## config.mk

```make
export PLATFORM = sky130hd
export DESIGN_NAME = fetch_unit_top
export DESIGN_NICKNAME = d
export VERILOG_FILES = /design/src/hdl/fetch_pkg.sv /design/src/hdl/fetch_unit_top.sv /design/src/hdl/prefetch_ctrl.sv /design/src/hdl/fetch_fifo.sv /design/src/hdl/fetch_pc_gen.sv
export SDC_FILE = /design/constraint.sdc
export NUM_CORES = 1
export LEC_CHECK = 0
export CAP_MARGIN = 5
export CORE_MARGIN = 10
export CORE_UTILIZATION = 35
export DETAILED_ROUTE_END_ITERATION = 10
export DONT_BUFFER_PORTS = 1
export GPL_TIMING_DRIVEN = 0
export REMOVE_ABC_BUFFERS = 1
export SETUP_SLACK_MARGIN = 0.02
export SLEW_MARGIN = 20
export SYNTH_ARGS = -nofsm -noshare
export SYNTH_HDL_FRONTEND = slang
export SYNTH_SLANG_ARGS = --single-unit
```

## constraint.sdc

```tcl
create_clock -name clk_i -period 6.1 [get_ports clk_i]
set_input_delay 0.61 -clock clk_i [delete_from_list [all_inputs] [get_ports clk_i]]
set_output_delay 0.61 -clock clk_i [all_outputs]
set_load 0.05 [all_outputs]
```

## src/hdl/fetch_pkg.sv

```systemverilog
// shared types of the instruction fetch front end: widths, fetch entry, memory request, FSM states
`default_nettype none

package fetch_pkg;

  // ----------------------------------------------------------
  // widths
  // ----------------------------------------------------------

  // instruction address width of the 64-bit core
  localparam int unsigned ADDR_W  = 64;
  // uncompressed instructions only
  localparam int unsigned INSTR_W = 32;

  // ----------------------------------------------------------
  // basic types
  // ----------------------------------------------------------

  // word aligned wherever it is issued, bits 1 and 0 stay zero
  typedef logic [ADDR_W-1:0]  addr_t;
  typedef logic [INSTR_W-1:0] instr_t;

  // ----------------------------------------------------------
  // structs
  // ----------------------------------------------------------

  // one fetched instruction with the address it came from, 96 bits
  typedef struct packed {
    addr_t  addr;
    instr_t instr;
  } fetch_entry_t;

  // request side of the req/gnt/rvalid instruction memory bus
  typedef struct packed {
    logic  req;
    addr_t addr;
  } imem_req_t;

  // ----------------------------------------------------------
  // prefetch controller states
  // ----------------------------------------------------------
  typedef enum logic [1:0] {
    IDLE,
    WAIT_GNT,
    WAIT_RVALID,
    WAIT_ABORTED
  } fetch_state_e;

endpackage

`default_nettype wire
```

## src/hdl/fetch_unit_top.sv

```systemverilog
// instruction fetch front end, PC generator and prefetch FSM feeding the fetch FIFO
`timescale 1ns/100ps
`default_nettype none

module fetch_unit_top #(
  // entries buffered towards the decoder, power of two
  parameter int unsigned FIFO_DEPTH = 4
) (
  input  wire logic               clk_i,
  input  wire logic               rst_ni,
  // redirect
  input  wire logic               flush_i,
  input  fetch_pkg::addr_t        redirect_addr_i,
  input  wire logic               en_i,
  // instruction memory
  output fetch_pkg::imem_req_t    imem_req_o,
  input  wire logic               instr_gnt_i,
  input  fetch_pkg::instr_t       instr_rdata_i,
  input  wire logic               instr_rvalid_i,
  // decoder
  output logic                    valid_o,
  output fetch_pkg::fetch_entry_t fetch_entry_o,
  input  wire logic               ready_i,
  output logic                    busy_o
);

  // ----------------------------------------------------------
  // internal wires
  // ----------------------------------------------------------
  fetch_pkg::addr_t        pc;
  logic                    pc_take;
  logic                    push_valid;
  logic                    push_ready;
  fetch_pkg::fetch_entry_t push_entry;

  // fetch address register
  fetch_pc_gen pc_gen_i (
    .clk_i           (clk_i),
    .rst_ni          (rst_ni),
    .flush_i         (flush_i),
    .redirect_addr_i (redirect_addr_i),
    .pc_take_i       (pc_take),
    .pc_o            (pc)
  );

  // memory side FSM
  prefetch_ctrl ctrl_i (
    .clk_i          (clk_i),
    .rst_ni         (rst_ni),
    .flush_i        (flush_i),
    .en_i           (en_i),
    .pc_i           (pc),
    .pc_take_o      (pc_take),
    .imem_req_o     (imem_req_o),
    .instr_gnt_i    (instr_gnt_i),
    .instr_rdata_i  (instr_rdata_i),
    .instr_rvalid_i (instr_rvalid_i),
    .push_ready_i   (push_ready),
    .push_valid_o   (push_valid),
    .push_entry_o   (push_entry),
    .busy_o         (busy_o)
  );

  // flush also clears the buffered entries
  fetch_fifo #(
    .FIFO_DEPTH (FIFO_DEPTH)
  ) fifo_i (
    .clk_i       (clk_i),
    .rst_ni      (rst_ni),
    .clear_i     (flush_i),
    .in_valid_i  (push_valid),
    .in_entry_i  (push_entry),
    .in_ready_o  (push_ready),
    .out_valid_o (valid_o),
    .out_entry_o (fetch_entry_o),
    .out_ready_i (ready_i)
  );

endmodule

`default_nettype wire

```

## src/hdl/prefetch_ctrl.sv

```systemverilog
// prefetch FSM, issues instruction memory requests and pushes the responses into the fetch FIFO
`timescale 1ns/100ps
`default_nettype none

module prefetch_ctrl (
  input  wire logic               clk_i,
  input  wire logic               rst_ni,
  input  wire logic               flush_i,
  // fetch enable from the core
  input  wire logic               en_i,
  // program counter interface
  input  fetch_pkg::addr_t        pc_i,
  output logic                    pc_take_o,
  // instruction memory, req/gnt/rvalid
  output fetch_pkg::imem_req_t    imem_req_o,
  input  wire logic               instr_gnt_i,
  input  fetch_pkg::instr_t       instr_rdata_i,
  input  wire logic               instr_rvalid_i,
  // FIFO push interface
  input  wire logic               push_ready_i,
  output logic                    push_valid_o,
  output fetch_pkg::fetch_entry_t push_entry_o,
  // status
  output logic                    busy_o
);

  fetch_pkg::fetch_state_e state_q;
  fetch_pkg::fetch_state_e state_d;

  // address of the request in flight, paired with rdata on return
  fetch_pkg::addr_t addr_q;
  // flush arrived while still waiting for the grant
  logic             abort_q;
  logic             can_req;
  logic             issue;

  // no new request in a flush cycle, pc still holds the old stream there
  assign can_req = en_i && push_ready_i && !flush_i;

  // ----------------------------------------------------------
  // next state and request logic
  // ----------------------------------------------------------
  always_comb begin
    state_d         = state_q;
    issue           = 1'b0;
    imem_req_o.req  = 1'b0;
    imem_req_o.addr = pc_i;
    push_valid_o    = 1'b0;

    unique case (state_q)
      // nothing outstanding
      fetch_pkg::IDLE: begin
        if (can_req) begin
          issue = 1'b1;
        end
      end

      // request raised, address held from addr_q until granted
      fetch_pkg::WAIT_GNT: begin
        imem_req_o.req  = 1'b1;
        imem_req_o.addr = addr_q;
        if (instr_gnt_i) begin
          // a flush now or earlier makes the response stale
          if (flush_i || abort_q) begin
            state_d = fetch_pkg::WAIT_ABORTED;
          end else begin
            state_d = fetch_pkg::WAIT_RVALID;
          end
        end
      end

      // one response outstanding
      fetch_pkg::WAIT_RVALID: begin
        if (instr_rvalid_i) begin
          // a response in the flush cycle belongs to the old stream
          push_valid_o = !flush_i;
          state_d      = fetch_pkg::IDLE;
          // back to back, next request in the rvalid cycle
          if (can_req) begin
            issue = 1'b1;
          end
        end else if (flush_i) begin
          state_d = fetch_pkg::WAIT_ABORTED;
        end
      end

      // outstanding response is dropped when it arrives
      fetch_pkg::WAIT_ABORTED: begin
        if (instr_rvalid_i) begin
          state_d = fetch_pkg::IDLE;
          if (can_req) begin
            issue = 1'b1;
          end
        end
      end

      default: begin
        state_d = fetch_pkg::IDLE;
      end
    endcase

    // start a new request from pc, granted at once or waiting for it
    if (issue) begin
      imem_req_o.req = 1'b1;
      if (instr_gnt_i) begin
        state_d = fetch_pkg::WAIT_RVALID;
      end else begin
        state_d = fetch_pkg::WAIT_GNT;
      end
    end
  end

  // pc moves on as soon as its address is in addr_q
  assign pc_take_o = issue;

  // returned word paired with the address it was fetched from
  assign push_entry_o.addr  = addr_q;
  assign push_entry_o.instr = instr_rdata_i;

  // ----------------------------------------------------------
  // status
  // ----------------------------------------------------------
  assign busy_o = (state_q == fetch_pkg::WAIT_GNT) ||
                  (state_q == fetch_pkg::WAIT_ABORTED) ||
                  !push_ready_i;

  // ----------------------------------------------------------
  // registers
  // ----------------------------------------------------------
  always_ff @(posedge clk_i or negedge rst_ni) begin
    if (!rst_ni) begin
      state_q <= fetch_pkg::IDLE;
      abort_q <= 1'b0;
    end else begin
      state_q <= state_d;
      // only set while waiting for a grant, cleared when it arrives
      if (state_q == fetch_pkg::WAIT_GNT) begin
        if (instr_gnt_i) begin
          abort_q <= 1'b0;
        end else if (flush_i) begin
          abort_q <= 1'b1;
        end
      end
    end
  end

  // request address
  always_ff @(posedge clk_i) begin
    if (issue) begin
      addr_q <= pc_i;
    end
  end

endmodule

`default_nettype wire

```

## src/hdl/fetch_fifo.sv

```systemverilog
// circular buffer of fetch entries between the prefetch controller and the decoder
`timescale 1ns/100ps
`default_nettype none

module fetch_fifo #(
  // power of two, at least 2
  parameter int unsigned FIFO_DEPTH = 4
) (
  input  wire logic              clk_i,
  input  wire logic              rst_ni,
  // flush, empties the buffer in one cycle
  input  wire logic              clear_i,
  // push side, from the controller
  input  wire logic              in_valid_i,
  input  fetch_pkg::fetch_entry_t in_entry_i,
  output logic                   in_ready_o,
  // pop side, to the decoder
  output logic                   out_valid_o,
  output fetch_pkg::fetch_entry_t out_entry_o,
  input  wire logic              out_ready_i
);

  localparam int unsigned PTR_W = $clog2(FIFO_DEPTH);
  localparam logic [PTR_W:0] FULL_CNT = (PTR_W+1)'(FIFO_DEPTH);

  // ----------------------------------------------------------
  // storage and pointers
  // ----------------------------------------------------------
  fetch_pkg::fetch_entry_t mem_q [FIFO_DEPTH];
  logic [PTR_W-1:0] wr_ptr_q;
  logic [PTR_W-1:0] rd_ptr_q;
  logic [PTR_W:0]   count_q;
  logic             full;
  logic             push;
  logic             pop;

  assign full = (count_q == FULL_CNT);

  // head entry holds while the decoder stalls, writes only go to free slots
  assign out_valid_o = (count_q != '0);
  assign out_entry_o = mem_q[rd_ptr_q];
  assign pop         = out_valid_o && out_ready_i;

  // ready drops one slot early
  // the controller starts a request only with ready high, so the one
  // response still in flight always finds a free slot
  assign in_ready_o = (count_q < (FULL_CNT - 1'b1));

  // a full buffer still takes a push when the head leaves in the same cycle
  assign push = in_valid_i && (!full || pop);

  // ----------------------------------------------------------
  // control registers
  // ----------------------------------------------------------
  always_ff @(posedge clk_i or negedge rst_ni) begin
    if (!rst_ni) begin
      wr_ptr_q <= '0;
      rd_ptr_q <= '0;
      count_q  <= '0;
    end else if (clear_i) begin
      // flush drops everything, including a push in this cycle
      wr_ptr_q <= '0;
      rd_ptr_q <= '0;
      count_q  <= '0;
    end else begin
      // pointers wrap by overflow since the depth is a power of two
      if (push) begin
        wr_ptr_q <= wr_ptr_q + 1'b1;
      end
      if (pop) begin
        rd_ptr_q <= rd_ptr_q + 1'b1;
      end
      if (push && !pop) begin
        count_q <= count_q + 1'b1;
      end else if (pop && !push) begin
        count_q <= count_q - 1'b1;
      end
    end
  end

  // entry storage
  always_ff @(posedge clk_i) begin
    if (push) begin
      mem_q[wr_ptr_q] <= in_entry_i;
    end
  end

endmodule

`default_nettype wire

```

## src/hdl/fetch_pc_gen.sv

```systemverilog
// fetch program counter, steps by one word per taken address and jumps on a flush
`timescale 1ns/100ps
`default_nettype none

module fetch_pc_gen (
  input  wire logic           clk_i,
  input  wire logic           rst_ni,
  // redirect from the back end
  input  wire logic           flush_i,
  input  fetch_pkg::addr_t    redirect_addr_i,
  // controller has issued the current address
  input  wire logic           pc_take_i,
  // address for the next request
  output fetch_pkg::addr_t    pc_o
);

  // ----------------------------------------------------------
  // next address
  // ----------------------------------------------------------
  fetch_pkg::addr_t pc_q;
  fetch_pkg::addr_t pc_d;
  fetch_pkg::addr_t redirect_aligned;
  fetch_pkg::addr_t pc_incr;

  // only word aligned fetch is supported, so drop the low bits of the target
  assign redirect_aligned = {redirect_addr_i[fetch_pkg::ADDR_W-1:2], 2'b00};

  // sequential successor, one 32-bit instruction further
  assign pc_incr = pc_q + fetch_pkg::addr_t'(4);

  always_comb begin
    pc_d = pc_q;
    // a redirect wins over a take in the same cycle
    if (flush_i) begin
      pc_d = redirect_aligned;
    end else if (pc_take_i) begin
      pc_d = pc_incr;
    end
  end

  // ----------------------------------------------------------
  // register
  // ----------------------------------------------------------

  // fetch starts at address zero out of reset
  always_ff @(posedge clk_i or negedge rst_ni) begin
    if (!rst_ni) begin
      pc_q <= '0;
    end else begin
      pc_q <= pc_d;
    end
  end

  assign pc_o = pc_q;

endmodule

`default_nettype wire

```

==> metrics.md <==
| Metric | Value |
|---|---|
| Maximum capacitance violations | `0` |
| Sum of routed wire length over all layers | `53700 um` |
| Setup Crit Path Kind | `reg -> out` |
| Cell Count Post-Placement | `~1900` |
| Worst Setup Slack post-DPL | `roughly 3 ns` |
| Cell Chain, Critical Path | `buf_16 -> buf_16 -> mux4_2` |
| Worst relative slew slack | `between 30% and 40%` |
| Layout-stage area growth over the synthesis result | `14.8%` |
| CP Buf/Inv Count | `2` |
| Detailed-route DRC error count | `0` |
| CTS Buf Count | `between 50 and 60` |
| Residual antenna-violating net count after detailed routing | `0` |
| Maximum root-to-sink buffer count | `3` |
| Post-Route Skew | `between 0.015 and 0.02 ns` |
| Hold WS | `slightly below 0.1 ns` |
| Post-route minimum period | `about 3.2 ns` |
| Width of the chip | `around 260 um` |
| Hold crit path type | `in -> reg` |
| Critical Path Fanout Max | `30` |
| Half-perimeter wire length of the detailed placement result | `around 36000 um` |
| Cell accounting for the most synthesized area | `edfxtp_1` |
| Length of the first detailed-routing pass in iterations | `5` |
| Most common library cell in the layout ignoring fill and taps | `edfxtp_1` |
| Core area | `slightly below 60000 um^2` |
| Final max-slew violation count | `0` |
| H-tree level count | `2` |
| Critical path endpoint category | `output port` |
| Kind of start point of the critical path | `register` |
| Synth Instances | `1146` |
| Clk pin slew, worst setup/hold paths | `about 0.06 ns` |
| Overall power of the completed layout | `~11 mW` |
| Count of distinct cell types in the synthesized netlist | `58` |
| Finished Core Util | `40.8%` |
| Measured slew at the worst slew-check pin | `between 1 and 1.5 ns` |
| Vias per cell | `roughly 5.4` |
| Fraction of layout cells with a size suffix above 1 | `about 23%` |
| Largest stage delay, worst path | `approximately 0.73 ns` |
| Path length in cells of the critical path | `3` |
| Die ar. | `69000 um^2` |
| Number of antenna violations at the first check in global routing | `7` |
| Routability congestion estimate from global placement | `roughly 0.71` |
| Final count of hold timing violations | `0` |
| RSZ-0062 raised after global routing | `false` |
| Total number of yosys warnings | `0` |
| Ys async rst share | `14.1%` |
| Port Buffers | `0` |
| Number of standard cells in the final layout excluding fillers | `about 2000` |
| Worst IR Drop VDD | `~0.00034 V` |
| Pin count of the biggest net entering global routing | `90` |
| Nets | `between 1000 and 1500` |
| Maximum achievable frequency | `about 0.32 GHz` |
| Synth top area cells | `edfxtp_1, mux4_2, dfrtp_1` |
| Library cell contributing the largest single delay on the critical path | `mux4_2` |
| Status | `finished, final reports clean` |
| Slack of the critical path | `slightly below 3 ns` |
| Top flip-flop cell by instance count after synthesis | `edfxtp_1` |
| Final std cell area, no fill | `23700 um^2` |
| Wire length per cell after detailed routing | `27.0 um` |
| Syn avg cell area | `around 18 um^2` |
| Data arrival time at the worst-slack endpoint | `roughly 2.6 ns` |
| Cell row count | `88` |
| Initial cell density of the core | `35.5%` |
| Number of synthesized flops with an enable pin | `around 440` |
| Depth of the worst hold-timing path | `0` |
| Most frequent cells in the layout | `edfxtp_1, mux4_2, nand2_1, dfrtp_1, mux2_2` |
| Top Ports | `roughly 270` |
| Clock latency at the later pin of the worst-skew pair | `around 0.6 ns` |
| Post-synthesis sequential element count | `510` |
| Dpl cell area | `21900 um^2` |
| Global-route wire length before repair | `78700 um` |
| Height of the die | `263 um` |
| Required arrival time at the worst endpoint | `5.49 ns` |
| PD cells | `about 450 nW/um^2` |
| Number of instances resized during post-cts repair | `0` |
| Global-route usage over all layers | `between 10% and 20%` |
| Via count of the first global-routing pass | `approximately 11000` |
| Initial DRC count | `slightly above 800` |
| Cell repeated most along the worst path | `buf_16` |
| Kind of cell with the highest combined delay on the critical path | `multiplexers` |
| Length in cells of the worst reg-to-reg path | `5` |
| Congestion Overflow GR | `0` |
| Final sum of negative setup slack | `0 ns` |
| Total via count in the routed design | `10700` |
| Sequential element share of the synthesized area | `a little over 70%` |
| Final setup viols | `0` |
| Period utilization | `between 50% and 60%` |
| Area share of the leading cell type in the synthesized netlist | `between 60% and 70%` |
| Static Leakage | `between 7 and 8 nW` |
| Synth Cell Area | `just over 20000 um^2` |
| CTS sink cnt | `~500` |
| Clock tree root driver cell | `clkbuf_16` |
| TritonCTS clock tree | `built` |
==> layer usage <==
layer	share of wire [%]	track usage, %	up-vias
li1	-	-	4707
met1	41	18.9	5649
met2	49	24.9	309
met3	8.1	5.40	74
met4	2.1	4.16	10
met5	0.088	0	-
==> worst paths after layout <==
path	startpoint	to	slack (ns)
max in group asynchronous	rst_ni	pc_gen_i.pc_o[17]	5.13
min	instr_rdata_i[15]	fifo_i.mem_q[3][15]	0.1
max reg2reg	ctrl_i.state_q[0]	fifo_i.mem_q[0][25]	3.14
min in group asynchronous	rst_ni	pc_gen_i.pc_o[33]	0.62
min reg2reg	ctrl_i.addr_q[45]	fifo_i.mem_q[2][77]	0.51
max	fifo_i.rd_ptr_q[0]	fetch_entry_o[64]	2.94
==> flip-flops by register name, summed over array words and instances, names as in the netlist <==
name / count
fifo_i.mem_q: 376
ctrl_i.addr_q: 62
pc_gen_i.pc_o: 62
fifo_i.count_q: 3
ctrl_i.state_q: 2
fifo_i.rd_ptr_q: 2
fifo_i.wr_ptr_q: 2
ctrl_i.abort_q: 1
==> what timing repair did <==
action,4_1_cts,5_1_grt
hold buffers,2,0
hold endpoints to repair,72,0
setup buffers,0,0
==> power by group <==
part / switching (mW) / total, mW / leakage (nW) / internal, mW
Combinational: 2.27 / 3.10 / 1.75 / 0.828
Sequential: 0.212 / 4.25 / 4.81 / 4.04
Clock: 1.38 / 3.21 / 0.842 / 1.83
==> logic make-up (layout without fill, tap and decap cells) <==
group,after synthesis,count (layout),share of synthesized area [%]
muxes,162,162,13.9
and+or+nand+nor,269,269,7.31
other,1,7,0.0182
buffers and inverters,66,134,1.35
DFF,510,510,72.5
xor gates and xnor gates,30,30,1.27
AOI/OAI and AO/OA,102,102,3.20
adders and majority gates,6,6,0.400
==> worst register-to-register path: cells and delay by family (launching register included) <==
family                 cells  cell delay [ns]
buffers and inverters      2             0.55
AND/OR/NAND/NOR            3             1.62
flip-flops                 1             0.42
==> Yosys cell counts (13+ instances only) <==
master and n:
and3_1 14, o21ai_0 34, nand3_1 32, or3_1 13, clkbuf_1 32, a31oi_1 17
nand4_1 25, mux2_2 62, edfxtp_1 438, nor2_1 30, or4_1 17, nand2_1 74
dfrtp_1 72, mux4_2 94, xnor2_1 18
==> layout make-up <==
cell class / instances / area [um^2]
Fill cell: 5126 / 34400
Inverter: 8 / 35.0
Timing Repair Buffer: 24 / 538
Tap cell: 765 / 957
Multi-Input combinational cell: 573 / 5420
Antenna cell: 3 / 7.51
Sequential cell: 510 / 15000
Clock inverter: 36 / 339
Clock buffer: 66 / 1410
Power figures use the tool's default switching activity.
